`src/include/sdram_macros.svh`:
```
`ifndef SDRAM_MACROS_SVH
`define SDRAM_MACROS_SVH

// --------------------
// Address split
// --------------------
`define ADDR_W 26
`define ROW_W 14   // Address bits 25..12
`define BANK_W 3   // Address bits 11..9
`define COL_W 9    // Address bits 8..0
`define MASK_W 4

// A10 high selects all banks
`define PRCH_ADDR 14'h0400

// --------------------
// Command spacing
// --------------------
`define CNT_W 4

// Interval counter loads per command
`define LOAD_ARSR 4'h3
`define LOAD_ACTV 4'hC
`define LOAD_RW 4'hB
`define LOAD_NOOP 4'hE

// Start of each two-count end window
`define DONE_NORM 4'hD   // D or E
`define DONE_DLAY 4'hE   // E or F, after a write

// Row-active timer whose top bit marks tRAS passed
`define ACTV_WAIT_W 3

`endif

```
`src/source/sdram_pkg.sv`:
```
`include "sdram_macros.svh"

package sdram_pkg;

  // Pin encoding of {RAS#, CAS#, WE#}
  typedef enum logic [2:0]
  {
    NOOP = 3'b111,
    ACTV = 3'b011,   // Row open
    READ = 3'b101,
    WRTE = 3'b100,
    PRCH = 3'b010,   // Row close
    ARSR = 3'b001    // Auto refresh
  } cmd_e;

  // Row and bank of one page
  typedef struct packed
  {
    logic [`ROW_W-1:0]  row;
    logic [`BANK_W-1:0] bank;
  } page_t;

endpackage

```
`src/source/port_req_if.sv`:
```
`timescale 1ns/1ps

`include "sdram_macros.svh"

interface port_req_if;

  logic               request;   // Registered request level
  logic               we;
  logic [`MASK_W-1:0] mask;
  sdram_pkg::page_t   page;
  logic [`COL_W-1:0]  column;
  logic               hit;       // On open page, nothing else pending
  logic               grant;     // One-cycle pulse with the access

  modport matcher
  (
    output request,
    output we,
    output mask,
    output page,
    output column,
    output hit
  );

  modport scheduler
  (
    input  request,
    input  we,
    input  mask,
    input  page,
    input  column,
    input  hit,
    output grant
  );

endinterface

```
`src/source/port_page_matcher.sv`:
```
`timescale 1ns/1ps

`include "sdram_macros.svh"

module port_page_matcher
(
  input  logic               INPUT_CLK,
  input  logic               RST,
  input  logic [`ADDR_W-1:0] address,
  input  logic               we,
  input  logic               request,
  input  logic [`MASK_W-1:0] mask,
  input  sdram_pkg::page_t   open_page,
  input  logic               page_active,
  input  logic               refresh_due,
  port_req_if.matcher        req
);

  sdram_pkg::page_t live_page;
  logic             live_hit;

  // Row and bank sit above the column bits
  assign live_page = sdram_pkg::page_t'(address[`ADDR_W-1:`COL_W]);

  // A pending refresh must close the row first, so no hit then
  assign live_hit = request &&
                    page_active &&
                    !refresh_due &&
                    (live_page == open_page);

  // --------------------
  // Control
  // --------------------
  always_ff @(posedge INPUT_CLK)
  begin
    if (!RST)
    begin
      req.request <= 1'b0;
      req.hit     <= 1'b0;
    end
    else
    begin
      req.request <= request;
      req.hit     <= live_hit;
    end
  end

  // --------------------
  // Payload
  // --------------------
  always_ff @(posedge INPUT_CLK)
  begin
    req.we     <= we;
    req.mask   <= mask;
    req.page   <= live_page;
    req.column <= address[`COL_W-1:0];
  end

endmodule

```
`src/source/cmd_spacing_timer.sv`:
```
`timescale 1ns/1ps

`include "sdram_macros.svh"

module cmd_spacing_timer
(
  input  logic            INPUT_CLK,
  input  logic            RST,
  input  logic            issue,
  input  sdram_pkg::cmd_e issued_cmd,
  input  logic            hit_any,
  input  logic            last_was_write,
  input  logic            page_active,
  output logic            may_change,
  output logic            row_ready
);

  logic                    post_issue;   // Slot in which the command is on the pins
  logic                    extra_pass;   // Refresh needs one full wrap
  logic                    at_norm;
  logic                    at_dlay;
  logic                    may_change_next;
  logic [`CNT_W-1:0]       counter;
  logic [`CNT_W-1:0]       load_val;
  logic [`ACTV_WAIT_W-1:0] actv_wait;

  assign at_norm = (counter == `DONE_NORM) || (counter == `DONE_NORM + 1'b1);
  assign at_dlay = (counter == `DONE_DLAY) || (counter == `DONE_DLAY + 1'b1);

  assign row_ready = actv_wait[`ACTV_WAIT_W-1];

  always_comb
  begin
    case (issued_cmd)
      sdram_pkg::ARSR: load_val = `LOAD_ARSR;
      sdram_pkg::ACTV: load_val = `LOAD_ACTV;
      sdram_pkg::NOOP: load_val = `LOAD_NOOP;
      default:         load_val = `LOAD_RW;   // READ, WRTE, PRCH
    endcase
  end

  // A precharge after a write waits for write recovery
  always_comb
  begin
    if (post_issue)
      may_change_next = 1'b0;
    else if (hit_any)
      may_change_next = at_norm;
    else if (extra_pass)
      may_change_next = 1'b0;
    else if (page_active && last_was_write)
      may_change_next = at_dlay;
    else
      may_change_next = at_norm;
  end

  always_ff @(posedge INPUT_CLK)
  begin
    if (!RST)
    begin
      post_issue <= 1'b0;
      may_change <= 1'b0;
      counter    <= '1;
      extra_pass <= 1'b1;
      actv_wait  <= '1;
    end
    else
    begin
      post_issue <= issue;
      may_change <= issue ? 1'b0 : may_change_next;

      if (post_issue)
      begin
        counter <= load_val;
        if (issued_cmd == sdram_pkg::ARSR)
          extra_pass <= 1'b1;
      end
      else
      begin
        counter <= counter + {{(`CNT_W-1){1'b0}}, !may_change};   // Freeze once open
        if (counter == '0)
          extra_pass <= 1'b0;
      end

      if (post_issue && (issued_cmd == sdram_pkg::ACTV))
        actv_wait <= '0;
      else if (!row_ready)
        actv_wait <= actv_wait + 1'b1;
    end
  end

endmodule

```
`src/source/command_scheduler.sv`:
```
`timescale 1ns/1ps

`include "sdram_macros.svh"

module command_scheduler
(
  input  logic               INPUT_CLK,
  input  logic               RST,
  input  logic               refresh_strobe,
  port_req_if.scheduler      rand_req,
  port_req_if.scheduler      bulk_req,
  input  logic               may_change,
  input  logic               row_ready,
  output logic               issue,
  output sdram_pkg::cmd_e    issued_cmd,
  output logic               hit_any,
  output logic               last_was_write,
  output sdram_pkg::page_t   open_page,
  output logic               page_active,
  output logic               refresh_due,
  output logic [`ROW_W-1:0]  address_out,
  output logic [`BANK_W-1:0] bank_out,
  output sdram_pkg::cmd_e    command_out,
  output logic [`MASK_W-1:0] we_mask_out
);

  logic               refresh_ack;   // Strobe level at the last ARSR
  logic               bulk_sel;
  logic               acc_we;
  logic [`COL_W-1:0]  acc_col;
  logic [`MASK_W-1:0] acc_mask;
  sdram_pkg::page_t   req_page;
  sdram_pkg::cmd_e    next_cmd;
  logic [`ROW_W-1:0]  next_addr;

  assign hit_any = rand_req.hit || bulk_req.hit;

  // Bulk wins whenever both ports hit
  assign bulk_sel = bulk_req.hit;
  assign acc_we   = bulk_sel ? bulk_req.we : rand_req.we;
  assign acc_col  = bulk_sel ? bulk_req.column : rand_req.column;
  assign acc_mask = bulk_sel ? bulk_req.mask : rand_req.mask;
  assign req_page = bulk_req.request ? bulk_req.page : rand_req.page;

  assign issue      = may_change && (rand_req.request || bulk_req.request || refresh_due);
  assign issued_cmd = command_out;

  // --------------------
  // Command select
  // --------------------
  always_comb
  begin
    if (hit_any)
      next_cmd = acc_we ? sdram_pkg::WRTE : sdram_pkg::READ;
    else if (page_active)
      next_cmd = row_ready ? sdram_pkg::PRCH : sdram_pkg::NOOP;   // Wait out tRAS
    else if (refresh_due)
      next_cmd = sdram_pkg::ARSR;
    else
      next_cmd = sdram_pkg::ACTV;
  end

  always_comb
  begin
    case (next_cmd)
      sdram_pkg::READ,
      sdram_pkg::WRTE: next_addr = {{(`ROW_W-`COL_W-1){1'b0}}, acc_col, 1'b0};
      sdram_pkg::ACTV: next_addr = req_page.row;
      default:         next_addr = `PRCH_ADDR;
    endcase
  end

  // --------------------
  // Control state
  // --------------------
  always_ff @(posedge INPUT_CLK)
  begin
    if (!RST)
    begin
      command_out    <= sdram_pkg::NOOP;
      page_active    <= 1'b0;
      last_was_write <= 1'b0;
      refresh_ack    <= 1'b0;
      refresh_due    <= 1'b0;
      rand_req.grant <= 1'b0;
      bulk_req.grant <= 1'b0;
    end
    else
    begin
      refresh_due    <= refresh_ack ^ refresh_strobe;
      command_out    <= issue ? next_cmd : sdram_pkg::NOOP;
      bulk_req.grant <= issue && bulk_req.hit;
      rand_req.grant <= issue && rand_req.hit && !bulk_req.hit;

      if (issue)
      begin
        if (next_cmd == sdram_pkg::ACTV)
          page_active <= 1'b1;
        if (next_cmd == sdram_pkg::PRCH)
          page_active <= 1'b0;
        if (next_cmd == sdram_pkg::ARSR)
          refresh_ack <= refresh_strobe;
        if (next_cmd == sdram_pkg::WRTE)
          last_was_write <= 1'b1;
        else if (next_cmd != sdram_pkg::NOOP)
          last_was_write <= 1'b0;
      end
    end
  end

  // --------------------
  // Address and mask
  // --------------------
  always_ff @(posedge INPUT_CLK)
  begin
    if (issue)
    begin
      address_out <= next_addr;
      if (next_cmd == sdram_pkg::ACTV)
      begin
        open_page <= req_page;
        bank_out  <= req_page.bank;   // Stays valid for the accesses
      end
      if (hit_any)
        we_mask_out <= acc_mask;
    end
  end

endmodule

```
`src/source/sdram_cmd_top.sv`:
```
`timescale 1ns/1ps

`include "sdram_macros.svh"

module sdram_cmd_top
(
  input  logic               INPUT_CLK,
  input  logic               RST,
  input  logic               refresh_strobe,
  input  logic [`ADDR_W-1:0] rand_address,
  input  logic               rand_we,
  input  logic               rand_request,
  input  logic [`MASK_W-1:0] rand_mask,
  output logic               rand_grant,
  input  logic [`ADDR_W-1:0] bulk_address,
  input  logic               bulk_we,
  input  logic               bulk_request,
  input  logic [`MASK_W-1:0] bulk_mask,
  output logic               bulk_grant,
  output logic [`ROW_W-1:0]  address_out,
  output logic [`BANK_W-1:0] bank_out,
  output sdram_pkg::cmd_e    command_out,
  output logic [`MASK_W-1:0] we_mask_out
);

  logic             issue;
  sdram_pkg::cmd_e  issued_cmd;
  logic             hit_any;
  logic             last_was_write;
  sdram_pkg::page_t open_page;
  logic             page_active;
  logic             refresh_due;
  logic             may_change;
  logic             row_ready;

  port_req_if rand_req ();
  port_req_if bulk_req ();

  assign rand_grant = rand_req.grant;
  assign bulk_grant = bulk_req.grant;

  port_page_matcher u_rand
  (
    .INPUT_CLK   (INPUT_CLK),
    .RST         (RST),
    .address     (rand_address),
    .we          (rand_we),
    .request     (rand_request),
    .mask        (rand_mask),
    .open_page   (open_page),
    .page_active (page_active),
    .refresh_due (refresh_due),
    .req         (rand_req.matcher)
  );

  port_page_matcher u_bulk
  (
    .INPUT_CLK   (INPUT_CLK),
    .RST         (RST),
    .address     (bulk_address),
    .we          (bulk_we),
    .request     (bulk_request),
    .mask        (bulk_mask),
    .open_page   (open_page),
    .page_active (page_active),
    .refresh_due (refresh_due),
    .req         (bulk_req.matcher)
  );

  cmd_spacing_timer u_timer
  (
    .INPUT_CLK      (INPUT_CLK),
    .RST            (RST),
    .issue          (issue),
    .issued_cmd     (issued_cmd),
    .hit_any        (hit_any),
    .last_was_write (last_was_write),
    .page_active    (page_active),
    .may_change     (may_change),
    .row_ready      (row_ready)
  );

  command_scheduler u_sched
  (
    .INPUT_CLK      (INPUT_CLK),
    .RST            (RST),
    .refresh_strobe (refresh_strobe),
    .rand_req       (rand_req.scheduler),
    .bulk_req       (bulk_req.scheduler),
    .may_change     (may_change),
    .row_ready      (row_ready),
    .issue          (issue),
    .issued_cmd     (issued_cmd),
    .hit_any        (hit_any),
    .last_was_write (last_was_write),
    .open_page      (open_page),
    .page_active    (page_active),
    .refresh_due    (refresh_due),
    .address_out    (address_out),
    .bank_out       (bank_out),
    .command_out    (command_out),
    .we_mask_out    (we_mask_out)
  );

endmodule

```
`config.mk`:
```
export PLATFORM = sky130hd
export DESIGN_NAME = sdram_cmd_top
export DESIGN_NICKNAME = d
export VERILOG_FILES = /design/src/source/sdram_pkg.sv /design/src/source/port_req_if.sv /design/src/source/port_page_matcher.sv /design/src/source/cmd_spacing_timer.sv /design/src/source/command_scheduler.sv /design/src/source/sdram_cmd_top.sv
export VERILOG_INCLUDE_DIRS = /design/src /design/src/include
export SDC_FILE = /design/constraint.sdc
export NUM_CORES = 1
export LEC_CHECK = 0
export BUFFER_PORTS_ARGS = -buffer_cell sky130_fd_sc_hd__buf_2
export CAP_MARGIN = 20
export CORE_ASPECT_RATIO = 1.1
export CORE_UTILIZATION = 40
export DETAILED_ROUTE_END_ITERATION = 10
export GPL_TIMING_DRIVEN = 0
export PLACE_DENSITY_LB_ADDON = 0.12
export SYNTH_ARGS = -nofsm -noshare
export SYNTH_HDL_FRONTEND = slang
export SYNTH_SLANG_ARGS = --single-unit
```
`constraint.sdc`:
```
create_clock -name INPUT_CLK -period 2.6 [get_ports INPUT_CLK]
set_input_delay 0 -clock INPUT_CLK [delete_from_list [all_inputs] [get_ports INPUT_CLK]]
set_output_delay 0 -clock INPUT_CLK [all_outputs]
set_load 0.02 [all_outputs]
```
; Word level (Yosys, flattened, before mapping)
; Cells that the tools add are included.
; Widths: inputs -> output; s select.
[word_totals]
register_bits = 120
in_bits = 67
wordCells = 108
[op_classes]
n_addsub = 2
eq_ne = 16
muxes = 24
bitwise = 2
n_reduce_logical = 33
[ops]
columns = op, n
row1 = $eq 17x17->1, 2
row2 = $pmux 14 s2, 1
row3 = $mux 17, 1
row4 = $mux 3, 5
row5 = $reduce_and 2->1, 7
row6 = $eq 4x4->1 const B, 3
row7 = $logic_and 1x1->1, 12
row8 = $mux 1, 12
row9 = $pmux 4 s3, 1
row10 = $eq 3x2->1 const B, 3
row11 = $eq 3x3->1 const B, 3
row12 = $mux 9, 1
row13 = $mux 4, 2
row14 = $eq 3x1->1 const B, 2
row15 = $reduce_bool 2->1, 3
row16 = $logic_or 1x1->1, 5
row17 = $add 4x1->4, 1
row18 = $logic_not 4->1, 1
row19 = $ne 2x2->1 const B, 2
row20 = $add 3x1->3 const B, 1
row21 = $logic_not 1->1, 3
row22 = $ne 3x3->1 const B, 1
row23 = $reduce_or 3->1, 1
row24 = $mux 2, 1
row25 = other kinds (3), 3

; Logic depth before layout (Yosys ltp)
; Gate-level depths: netlist of run 1.
[logic_depth]
ltp_word = 6
mapped_depth = 6

; By module
; A second synthesis of run 1 with hierarchy kept.
[hier_totals]
cells_unflattened = 307
area_unflattened_um2 = 4157.7
[modules_own_cells]
columns = module, n_inst, cells_per_inst, area_each_um2, seq_area_each_um2
row1 = command_scheduler, 1, 142, 1975.6, 1231.2
row2 = port_page_matcher, 2, 58, 865.8, 660.6
row3 = cmd_spacing_timer, 1, 49, 450.4, 200.2

; Least setup slack after synthesis of run 1
; OpenSTA, ideal clock, no wires.
[synth_path]
path_kind = register to register
startpoint = register u_bulk.req.hit
endpoint = register, netlist name u_sched.open_page[0]
setup_time_ns = 0.390
arrival_time_ns = 1.901
required_ns = 2.210
setup_slack_ns = 0.308
path_stages_with_launch = 6
n_path_buf = 2
synth_period_minus_slack_ns = 2.292
cell_sequence = dfxtp_1 -> buf_6 -> or2_4 -> or3_4 -> buf_6 -> nor2_1
[synth_via]
elab_chain_len = 5
word_cells_on_any_way = 6
cone_classes = eq/ne: 1 / mux: 3 / reduce/logical: 2
[synth_rtl]
columns = item, line
row1 = from (decl), port_req_if.sv:22  ; output hit
row2 = from (signal assigned), port_page_matcher.sv:44  ; req.hit <= live_hit;
row3 = $mux 1, command_scheduler.sv:40  ; assign acc_we = bulk_sel ? bulk_req.we : rand_req.we;
row4 = $mux 1, command_scheduler.sv:54  ; next_cmd = acc_we ? sdram_pkg::WRTE : sdram_pkg::READ;
row5 = $mux 3 (*), command_scheduler.sv:53  ; if (hit_any)
row6 = $eq 3x2->1 (*), command_scheduler.sv:119  ; if (next_cmd == sdram_pkg::ACTV)
row7 = $reduce_and 2->1 (no source line) (*), --
; Every way passes the cells marked *; elsewhere a longest branch is shown, timed or not.
; A chain may end at the register's enable or synchronous reset.

; Worst setup path after layout of run 1
[layout_path]
startpoint = register u_bulk.req.hit
endpoint = register, netlist name u_sched.open_page[8]
[layout_via]
elab_chain_len = 5
word_cells_on_any_way = 6
cone_classes = eq/ne: 1 / mux: 3 / reduce/logical: 2
[layout_rtl]
columns = item, line
row1 = $mux 1, command_scheduler.sv:40
row2 = $mux 1, command_scheduler.sv:54
row3 = $mux 3 (*), command_scheduler.sv:53
row4 = $eq 3x2->1 (*), command_scheduler.sv:119
row5 = $reduce_and 2->1 (no source line) (*), --
; Marked as above.

==> metrics.csv, run 1 <==
metric;value;unit
Ports;93;
Max-Cap Viols;0;
slowest stage delay, CP;390;ps
Required @ worst endpoint;2800;ps
switching power;950;uW
Area contributors post-synth;dfxtp_1 42%, edfxtp_1 26%, xor2_1 6.0%;
DR vias/cell;4.56;
global-route wire length before repair;14400;microns
Post-synth ARST share;0;%
Worst-Margin Slew;815;ps
Util after Layout;60.1;%
Layout Nets;552;
final worst-path cycle share;82.1;%
cells after synthesis;301;
post-CTS sizing;0;
hold path depth;2;
Cell Chain, Critical Path;buf_6 -> or2_4 -> or3_4 -> buf_6 -> nor2_2 -> buf_8;
CP Capture Type;flop;
failing checks;design-rule violations;
peak supply drop;0.000473;V
min-delay src;bulk_we;
EDFF count, synth;35;
Post-Route WL;9000;microns
Skew-Pair Late Insertion Delay;500;ps
Yosys top cell by area;dfxtp_1;
mapped cell area;0.00406;sq mm
clk_skew;8.73;ps
die span in x;98.1;microns
switch share;21.1;%
Power Density;757;mW/mm^2
H-tree levels;4;
Starting Density;41.1;%
total track usage;18.5;%
RR Endpoint;u_sched.open_page[8]$_DFFE_PP_;
critical path peak fanout;11;
internal power;3.55;mW
DRT iter0 DRCs;89;
cell repeated most along the worst path;buf_6;
register clock-pin slew on the reported worst setup and hold paths;60;ps
R2R Path Start;u_bulk.req.hit$_SDFF_PN0_;
DR pass1 iterations;7;
TNS Setup;0;ps
fraction of layout cells with a size suffix above 1;29.7;%
slowest CP cell;or3_4;
post-synth cell types;38;
I/O Buffers;92;
DR DRC count;3;
ant diodes;0;
Yosys top cell area share;41.9;%
Setup Buffers After CTS;0;
outcome;complete, but fails checks;
routability cong.;0.770;
Core Box Area;0.00989;sq mm
row count;38;
synth warn;0;
Die H;108;microns
HPWL after DPL;5810;microns
pin count of the biggest net entering global routing;21;
critical path's top delay family;simple AND/OR/NAND/NOR gates;
FF-to-FF path depth;6;
Flop pwr share;44.9;%
Clock power frac;49.1;%
synthesized flop and latch total;120;
clk sinks;120;
Area Overhead vs Synth;46.3;%
routed length per placed instance;14.6;microns
Setup crit start kind;flop;
Hold WS;129;ps
CP Class;reg -> reg;
CTS tree;yes;
Num CTS Buffers;17;
Routed Antenna Nets;0;
worst path buffer plus inverter count;3;
hold crit path type;in -> reg;
top post-synthesis cells by count;85 x dfxtp_1, 35 x edfxtp_1, 28 x xor2_1;
grt total ovfl;0;
Slew Limit Fails;0;
combinational power share;6.1;%
number of global-route vias before repair;2901;
post-route minimum period;2140;ps
RSZ-0062 raised after global routing;false;
final setup fails;0;
Syn Area/Cell;13.5;sq um
register area share after synthesis;67.7;%
Worst slew margin;45.6;%
Hold EP;u_bulk.req.we$_DFF_P_;
Mapped Nets;371;
Final Hold Fails;0;
Reg2Reg Setup Slack;460;ps
Pleak;2.48;nW
critical path data arrival time;2340;ps
CTS Root Cell;clkbuf_8;
clock buffer depth;2;
via count;2802;
count leader, synth;dfxtp_1;
Die ar.;0.0106;sq mm
Max Fclk;468;MHz
initial antenna violation count;0;
ys flop type;dfxtp_1;
## registers in the layout (all words and copies together) (netlist names), 3 cells and up
name	count
u_sched.we_mask_out	4
u_timer.actv_wait	3
u_timer.counter	4
u_rand.req.page	17
u_sched.command_out	3
u_rand.req.column	9
u_rand.req.mask	4
u_bulk.req.page	17
u_bulk.req.mask	4
u_sched.open_page	17
u_sched.address_out	14
u_bulk.req.column	9
## worst register-to-register path, stage by stage (launching register included)
cell     delay [ps]
dfxtp_1         300
buf_6           140
or2_4           250
or3_4           390
buf_6           170
nor2_2          370
buf_8           220
## layer usage
layer / vias up / share of wire, % / GRT usage (%)
met1: 1304 / 43 / 21.3
met2: 66 / 51 / 31.7
met5: - / 0 / 0
met4: 0 / 1.5 / 7.68
met3: 16 / 4.4 / 5.71
li1: 1416 / - / -
## logic make-up (layout without fill, tap and decap cells)
group	Yosys count	after routing	share of synthesized area, %
muxes	23	23	6.03
buffers and inverters	21	215	2.65
adders and majority gates	3	3	0.924
AOI/OAI and AO/OA	37	37	6.07
and+or+nand+nor	58	58	8.19
DFF	120	120	67.7
xor gates and xnor gates	39	39	8.41
## stage by stage
step | total power [mW] | instance area (sq um) | setup slack (ps) | std cells
2_1_floorplan | 2.16 | 4060 | 308 | 301
5_1_grt | 4.66 | 5950 | 385 | 615
6_report | 4.50 | 5950 | 465 | 615
3_5_place_dp | 2.25 | 4690 | 465 | 514
3_3_place_gp | 2.25 | 4670 | -329 | 513
4_1_cts | 4.54 | 5950 | 434 | 615
## how the worst max path moves through the flow
stage | endpoint | from | depth (start not counted) | slack, ps
after floorplan | u_sched.open_page[0]$_DFFE_PP_ | u_bulk.req.hit$_SDFF_PN0_ | 5 | 310
after global placement | u_sched.open_page[0]$_DFFE_PP_ | u_bulk.req.hit$_SDFF_PN0_ | 5 | -330
after detailed placement | u_sched.open_page[2]$_DFFE_PP_ | u_bulk.req.hit$_SDFF_PN0_ | 6 | 460
after CTS | u_sched.open_page[8]$_DFFE_PP_ | u_bulk.req.hit$_SDFF_PN0_ | 6 | 430
after global routing | u_sched.open_page[8]$_DFFE_PP_ | u_bulk.req.hit$_SDFF_PN0_ | 6 | 380
final | u_sched.open_page[8]$_DFFE_PP_ | u_bulk.req.hit$_SDFF_PN0_ | 6 | 460
## cell type report
cell class / count / area, sq um
fill: 821 / 3940
sequential: 120 / 2750
multi-input combinational: 160 / 1210
timing repair buffer: 162 / 1170
clock buffer: 21 / 439
tap: 120 / 150
clock inverter: 11 / 124
buffer: 10 / 66.3
inverter: 11 / 41.3
## what timing repair did
action	4_1_cts	5_1_grt
hold buffers	69	0
hold endpoints to repair	76	0
endpoints found under the setup margin	0	0
## power groups by stage
stage	Sequential (mW)	Combinational (mW)	Clock [mW]
after floorplan	2.05	0.105	0
after global placement	2.06	0.191	0
after detailed placement	2.06	0.196	0
after CTS	2.02	0.274	2.25
after global routing	2.02	0.300	2.34
final	2.02	0.273	2.21
## layout by cell type, fill, tap and decap left out, types with 2 or more instances in the layout
| cell | n |
|---|---|
| a22oi_1 | 10 |
| clkbuf_16 | 16 |
| clkinv_4 | 3 |
| o21ai_1 | 8 |
| clkinv_2 | 3 |
| inv_1 | 11 |
| buf_4 | 3 |
| clkbuf_8 | 2 |
| o21ai_0 | 10 |
| ha_1 | 3 |
| xor2_1 | 28 |
| clkbuf_1 | 6 |
| and2b_1 | 4 |
| buf_2 | 94 |
| and2_1 | 4 |
| dlygate4sd3_1 | 69 |
| mux2_2 | 12 |
| mux2i_1 | 11 |
| nand2_1 | 8 |
| buf_6 | 2 |
| edfxtp_1 | 35 |
| xnor2_1 | 11 |
| a21oi_1 | 3 |
| nor4_1 | 6 |
| nand4_1 | 2 |
| and3_1 | 3 |
| nor3_1 | 3 |
| nor2b_1 | 7 |
| bufinv_16 | 2 |
| nand2b_1 | 2 |
| nand3_1 | 9 |
| nor2_1 | 4 |
| dfxtp_1 | 85 |
No activity file was read; power rests on OpenSTA's default activity.
==> run 2, diff against run 1 <==
==> constraint.sdc (replaced) <==
create_clock -name INPUT_CLK -period 1.8 [get_ports INPUT_CLK]
set_input_delay 0 -clock INPUT_CLK [delete_from_list [all_inputs] [get_ports INPUT_CLK]]
set_output_delay 0 -clock INPUT_CLK [all_outputs]
set_load 0.02 [all_outputs]
==> run 2 against run 1 <==
  * The flow still finishes with violations (design-rule violations)
  * Die area is the same
  * Wire length shrank 0.53%
  * Worst hold slack lost 6.6 ps
  * Fmax grew 24%
  * Largest power group unchanged
==> metrics.csv, run 2 (synthesis results as in run 1) <==
metric;value;unit;change
Tot Pwr;6.59;mW;was 4.50 mW
R2R Path Start;u_bulk.req.hit$_SDFF_PN0_;;unchanged
CP Capture Type;flop;;unchanged
Ports;93;;unchanged
Area Overhead vs Synth;48.8;%;was 46.3%
clock buffer depth;2;;unchanged
Die ar.;0.0106;sq mm;unchanged
Core Box Area;0.00989;sq mm;unchanged
DRT iter0 DRCs;88;;was 89
HPWL after DPL;5780;microns;was 5810 microns
pin count of the biggest net entering global routing;17;;was 21
ant diodes;0;;unchanged
post-route minimum period;1730;ps;was 2140 ps
critical path data arrival time;1950;ps;was 2340 ps
critical path peak fanout;9;;was 11
total track usage;18.5;%;about the same
commonest non-fill, non-tap cell in the layout;buf_2;;unchanged
slowest stage delay, CP;360;ps;was 390 ps
Hold EP;u_rand.req.column[5]$_DFF_P_;;was u_bulk.req.we$_DFF_P_
Routed Antenna Nets;0;;unchanged
FF-to-FF path depth;6;;unchanged
Post-Route WL;8950;microns;was 9000 microns
Regs by FF count;u_bulk.req.page: 17 flops, u_rand.req.page: 17 flops, u_sched.open_page: 17 flops;;unchanged
number of global-route vias before repair;3015;;was 2,901
outcome;complete, but fails checks;;unchanged
hold path depth;2;;unchanged
final worst-path cycle share;96.0;%;was 82.1%
routability cong.;0.770;;about the same
Reg2Reg Setup Slack;70;ps;was 460 ps
DR DRC count;5;;was 3
initial antenna violation count;0;;unchanged
Required @ worst endpoint;2020;ps;was 2800 ps
Hold WS;123;ps;was 129 ps
clk sinks;120;;unchanged
fill count;811;;was 821
Layout Nets;561;;was 552
cell repeated most along the worst path;buf_6;;unchanged
global-route wire length before repair;14200;microns;was 14,400 microns
die span in x;98.1;microns;unchanged
register clock-pin slew on the reported worst setup and hold paths;60;ps;about the same
Num CTS Buffers;17;;unchanged
Power Density;1090;mW/mm^2;was 757 mW/mm^2
DR pass1 iterations;9;;was 7
hold crit path type;in -> reg;;unchanged
Max Fclk;579;MHz;was 468 MHz
Max-Cap Viols;0;;unchanged
failing checks;design-rule violations;;unchanged
Setup crit start kind;flop;;unchanged
H-tree levels;4;;unchanged
row count;38;;unchanged
DR vias/cell;4.68;;was 4.56
Cell Chain, Critical Path;buf_6 -> or2_4 -> or3_4 -> buf_8 -> nor2_4 -> buf_6;;was buf_6 -> or2_4 -> or3_4 -> buf_6 -> nor2_2 -> buf_8
grt total ovfl;0;;unchanged
Skew-Pair Late Insertion Delay;510;ps;was 500 ps
Worst-Margin Slew;514;ps;was 815 ps
final setup fails;0;;unchanged
Die H;108;microns;unchanged
Slew Limit Fails;0;;unchanged
Final Hold Fails;0;;unchanged
Worst slew margin;65.6;%;was 45.6%
min-delay src;rand_address[5];;was bulk_we
CTS Root Cell;clkbuf_8;;unchanged
RR Endpoint;u_sched.open_page[10]$_DFFE_PP_;;was u_sched.open_page[8]$_DFFE_PP_
Pleak;2.51;nW;was 2.48 nW
commonest cells after routing, fill and taps aside;94 x buf_2, 85 x dfxtp_1, 68 x dlygate4sd3_1;;was 94 x buf_2, 85 x dfxtp_1, 69 x dlygate4sd3_1
CTS tree;yes;;unchanged
CP Class;reg -> reg;;unchanged
peak supply drop;0.000549;V;was 0.000473 V
routed length per placed instance;14.3;microns;was 14.6 microns
Util after Layout;61.1;%;was 60.1%
I/O Buffers;92;;unchanged
fraction of layout cells with a size suffix above 1;31.0;%;was 29.7%
clk_skew;5.98;ps;was 8.73 ps
Starting Density;41.1;%;unchanged
slowest CP cell;or3_4;;unchanged
RSZ-0062 raised after global routing;false;;unchanged
via count;2919;;was 2,802
==> run 2: per-stage QoR <==
step	setup TNS (ps)	instances	setup WS, ps	cell area [sq um]
after global placement	-5590	513	-304	4680
after CTS	-557	623	-35.9	6070
after floorplan	0	301	12.9	4070
final	0	624	71.7	6050
after global routing	0	624	17.1	6050
after detailed placement	-5190	513	-283	4680
==> run 2: power breakdown <==
part           switching [mW]  internal [mW]
registers              0.0357           2.88
logic                   0.153          0.245
clock network            1.12           2.16
total                    1.31           5.29
==> run 2: worst max-delay path: cells and delay by family (launching register included) <==
| kind | cells | cell delay, ps |
|---|---|---|
| AND/OR/NAND/NOR | 3 | 720 |
| buffers and inverters | 3 | 420 |
| flip-flops | 1 | 300 |
==> run 2: worst max path at each step <==
| stage | startpoint | to |
|---|---|---|
| CTS | u_bulk.req.hit$_SDFF_PN0_ | u_sched.open_page[13]$_DFFE_PP_ |
| global route | u_bulk.req.hit$_SDFF_PN0_ | u_sched.last_was_write$_SDFFE_PN0P_ |
| detailed placement | u_bulk.req.hit$_SDFF_PN0_ | u_sched.open_page[3]$_DFFE_PP_ |
| global placement | u_bulk.req.hit$_SDFF_PN0_ | u_sched.open_page[3]$_DFFE_PP_ |
| finish | u_bulk.req.hit$_SDFF_PN0_ | u_sched.open_page[10]$_DFFE_PP_ |
| floorplan | u_bulk.req.hit$_SDFF_PN0_ | u_sched.open_page[0]$_DFFE_PP_ |
==> run 2: final cells by class <==
| type | instances | area, sq um | area share, % |
|---|---|---|---|
| clock buffer | 22 | 453 | 7.49 |
| timing repair buffer | 170 | 1230 | 20.4 |
| clock inverter | 10 | 125 | 2.07 |
| buffer | 10 | 70.1 | 1.16 |
| timing repair inverter | 1 | 7.51 | 0.124 |
| inverter | 11 | 45.0 | 0.745 |
| sequential | 120 | 2750 | 45.5 |
| tap | 120 | 150 | 2.48 |
| multi-input combinational | 160 | 1210 | 20.0 |
==> run 2: metal layers <==
metal  GRT usage [%]  share of wire [%]
met5               0                  0
met4            9.96                2.7
met1            20.3                 42
met3            5.71                4.5
met2            31.9                 51
==> run 2: repair_timing <==
action,CTS,global route
cloned,2,0
hold buffers,68,0
resized for setup,5,0
endpoints found under the setup margin,26,34
pin swaps,4,3
endpoints found under the hold margin,77,0
buffers inserted,8,3
==> run 3, diff against run 2 <==
--- a/config.mk
+++ b/config.mk
@@ -6,6 +6,7 @@
 export SDC_FILE = /design/constraint.sdc
 export NUM_CORES = 1
 export LEC_CHECK = 0
+export ABC_AREA = 1
 export BUFFER_PORTS_ARGS = -buffer_cell sky130_fd_sc_hd__buf_2
 export CAP_MARGIN = 20
 export CORE_ASPECT_RATIO = 1.1
==> run 3 against run 2 <==
  * The flow now finishes without violations
  * Flip-flop and latch count unchanged
  * Clock-buffer cell count increased by 4
  * Register-to-register slack better by 90 ps
  * Cell count grew 25%
  * Power grew 7.4%
  * Wire length up 14%
  * Critical endpoint is now u_sched.open_page[3]$_DFFE_PP_
  * Highest routed layer unchanged
==> metrics.csv, run 3 <==
metric;value;unit;change
Die H;111;microns;was 108 microns
fraction of layout cells with a size suffix above 1;25.8;%;was 31.0%
CP Capture Type;flop;;unchanged
Area contributors post-synth;dfxtp_1 39%, edfxtp_1 24%, nand2_1 11%;;was dfxtp_1 42%, edfxtp_1 26%, xor2_1 6.0%
clock buffer depth;2;;unchanged
Routed Antenna Nets;0;;unchanged
number of global-route vias before repair;3390;;was 3,015
top post-synthesis cells by count;130 x nand2_1, 85 x dfxtp_1, 46 x inv_1;;was 85 x dfxtp_1, 35 x edfxtp_1, 28 x xor2_1
clk sinks;120;;unchanged
Max Fclk;612;MHz;was 579 MHz
DRT iter0 DRCs;158;;was 88
Starting Density;41.5;%;was 41.1%
synthesized flop and latch total;120;;unchanged
Worst slew margin;67.3;%;was 65.6%
Required @ worst endpoint;1960;ps;was 2020 ps
Max-Cap Viols;0;;unchanged
routability cong.;0.805;;was 0.770
CP Class;reg -> reg;;unchanged
row count;39;;was 38
Pleak;2.92;nW;was 2.51 nW
DR pass1 iterations;5;;was 9
HPWL after DPL;6670;microns;was 5780 microns
Core Box Area;0.0104;sq mm;was 0.00989 sq mm
ant diodes;0;;unchanged
register area share after synthesis;63.5;%;was 67.7%
FF-to-FF path depth;8;;was 6
Setup crit start kind;flop;;unchanged
via count;3409;;was 2,919
final worst slack;166;ps;was 71.7 ps
hold crit path type;in -> reg;;unchanged
Post-synth ARST share;0;%;unchanged
Power Density;1110;mW/mm^2;was 1090 mW/mm^2
mapped cell area;0.00434;sq mm;was 0.00406 sq mm
global-route wire length before repair;16300;microns;was 14,200 microns
fin area;0.00636;sq mm;was 0.00605 sq mm
Regs by FF count;u_bulk.req.page: 17 flops, u_rand.req.page: 17 flops, u_sched.open_page: 17 flops;;unchanged
Post-DP Area;0.00498;sq mm;was 0.00468 sq mm
Mapped Nets;516;;was 371
Area Overhead vs Synth;46.8;%;was 48.8%
synth warn;0;;unchanged
Skew-Pair Late Insertion Delay;410;ps;was 510 ps
critical path peak fanout;17;;was 9
ys flop type;dfxtp_1;;unchanged
pre-CTS WS;-534;ps;was -283 ps
EDFF count, synth;35;;unchanged
total track usage;19.6;%;was 18.5%
Slew Limit Fails;0;;unchanged
Hold WS;222;ps;was 123 ps
Layout Nets;697;;was 561
I/O Buffers;92;;unchanged
fill count;907;;was 811
routed length per placed instance;13.1;microns;was 14.3 microns
post-route minimum period;1630;ps;was 1730 ps
commonest cells after routing, fill and taps aside;130 x nand2_1, 94 x buf_2, 85 x dfxtp_1;;was 94 x buf_2, 85 x dfxtp_1, 68 x dlygate4sd3_1
grt total ovfl;0;;unchanged
Yosys top cell area share;39.2;%;was 41.9%
final setup fails;0;;unchanged
multi-input logic area;0.00132;sq mm;was 0.00121 sq mm
RSZ-0062 raised after global routing;false;;unchanged
hold path depth;2;;unchanged
CTS tree;yes;;unchanged
Post-Route WL;10200;microns;was 8950 microns
register area;0.00275;sq mm;unchanged
Worst-Margin Slew;491;ps;was 514 ps
outcome;finished, final reports clean;;was complete, but fails checks
CTS Root Cell;clkbuf_16;;was clkbuf_8
initial antenna violation count;0;;unchanged
final worst-path cycle share;90.8;%;was 96.0%
pin count of the biggest net entering global routing;18;;was 17
Die ar.;0.0113;sq mm;was 0.0106 sq mm
peak supply drop;0.000743;V;was 0.000549 V
Num CTS Buffers;17;;unchanged
critical path data arrival time;1790;ps;was 1950 ps
die span in x;101;microns;was 98.1 microns
count leader, synth;nand2_1;;was dfxtp_1
H-tree levels;4;;unchanged
post-synth cell types;31;;was 38
Yosys top cell by area;dfxtp_1;;unchanged
register clock-pin slew on the reported worst setup and hold paths;60;ps;about the same
Final Hold Fails;0;;unchanged
DR vias/cell;4.36;;was 4.68
cells after synthesis;446;;was 301
Ports;93;;unchanged
DR DRC count;0;;was 5
commonest non-fill, non-tap cell in the layout;nand2_1;;was buf_2
Syn Area/Cell;9.72;sq um;was 13.5 sq um
clk_skew;9.71;ps;was 5.98 ps
[run 3: timing repair]
action / in CTS / in global routing
setup endpoints to repair: 18 / 0
hold endpoints to repair: 73 / 0
hold buffers: 68 / 0
gates resized for setup: 1 / 0
buffers inserted: 2 / 0
[run 3: cells by family after synthesis]
family | count (synthesis) | synth area share, %
AND/OR/NAND/NOR | 210 | 21.3
flip-flops | 120 | 63.5
buffers and inverters | 61 | 6.20
adder cells (fa/ha/maj) | 3 | 0.866
XOR/XNOR | 14 | 2.83
AO/OA/AOI/OAI | 38 | 5.34
[run 3: power breakdown]
| part | internal [mW] | total [mW] | switching, mW |
|---|---|---|---|
| logic | 0.228 | 0.422 | 0.195 |
| clock network | 2.60 | 3.74 | 1.14 |
| registers | 2.88 | 2.91 | 0.0306 |
| total | 5.71 | 7.08 | 1.37 |
[run 3: worst paths after layout]
path	from	endpoint	slack, ps
worst max-delay path	u_bulk.req.request$_SDFF_PN0_	u_sched.open_page[3]$_DFFE_PP_	170
worst min-delay path	bulk_address[8]	u_bulk.req.column[8]$_DFF_P_	220
worst max register to register	u_bulk.req.request$_SDFF_PN0_	u_sched.open_page[3]$_DFFE_PP_	170
worst min register to register	u_sched.refresh_ack$_SDFFE_PN0P_	u_sched.refresh_ack$_SDFFE_PN0P_	460
[run 3: critical path, stage by stage (launching register included)]
cell and delay [ps]:
dfxtp_1 290, buf_4 170, nor2_1 130, nand2_1 70
nand2_2 140, clkinvlp_4 120, nand3_1 160, clkinvlp_4 120
buf_12 160
[run 3: cell type report]
type,instances,area share [%]
repair buffers,162,18.4
flip-flops and latches,120,43.2
well taps,143,2.81
inverters,51,3.24
multi-input cells,265,20.7
plain buffers,10,1.10
clock inverters,5,1.57
clock buffers,26,9.00
[run 3: layer usage]
metal / share of wire [%] / GRT usage, % / up-vias
li1: - / - / 1775
met1: 46 / 24.8 / 1516
met2: 47 / 30.9 / 103
met3: 5.2 / 5.11 / 15
met4: 1.9 / 9.28 / 0
met5: 0 / 0 / -
[run 3: metrics by stage]
step / util (%) / power [mW] / TNS [ps] / instances
6_report: 61.0 / 7.08 / 0 / 782
5_1_grt: 61.0 / 7.31 / 0 / 782
4_1_cts: 61.0 / 7.12 / 0 / 782
3_5_place_dp: 47.7 / 3.27 / -9130 / 681
3_3_place_gp: 47.7 / 3.27 / -8820 / 681
2_1_floorplan: - / 3.13 / 0 / 446
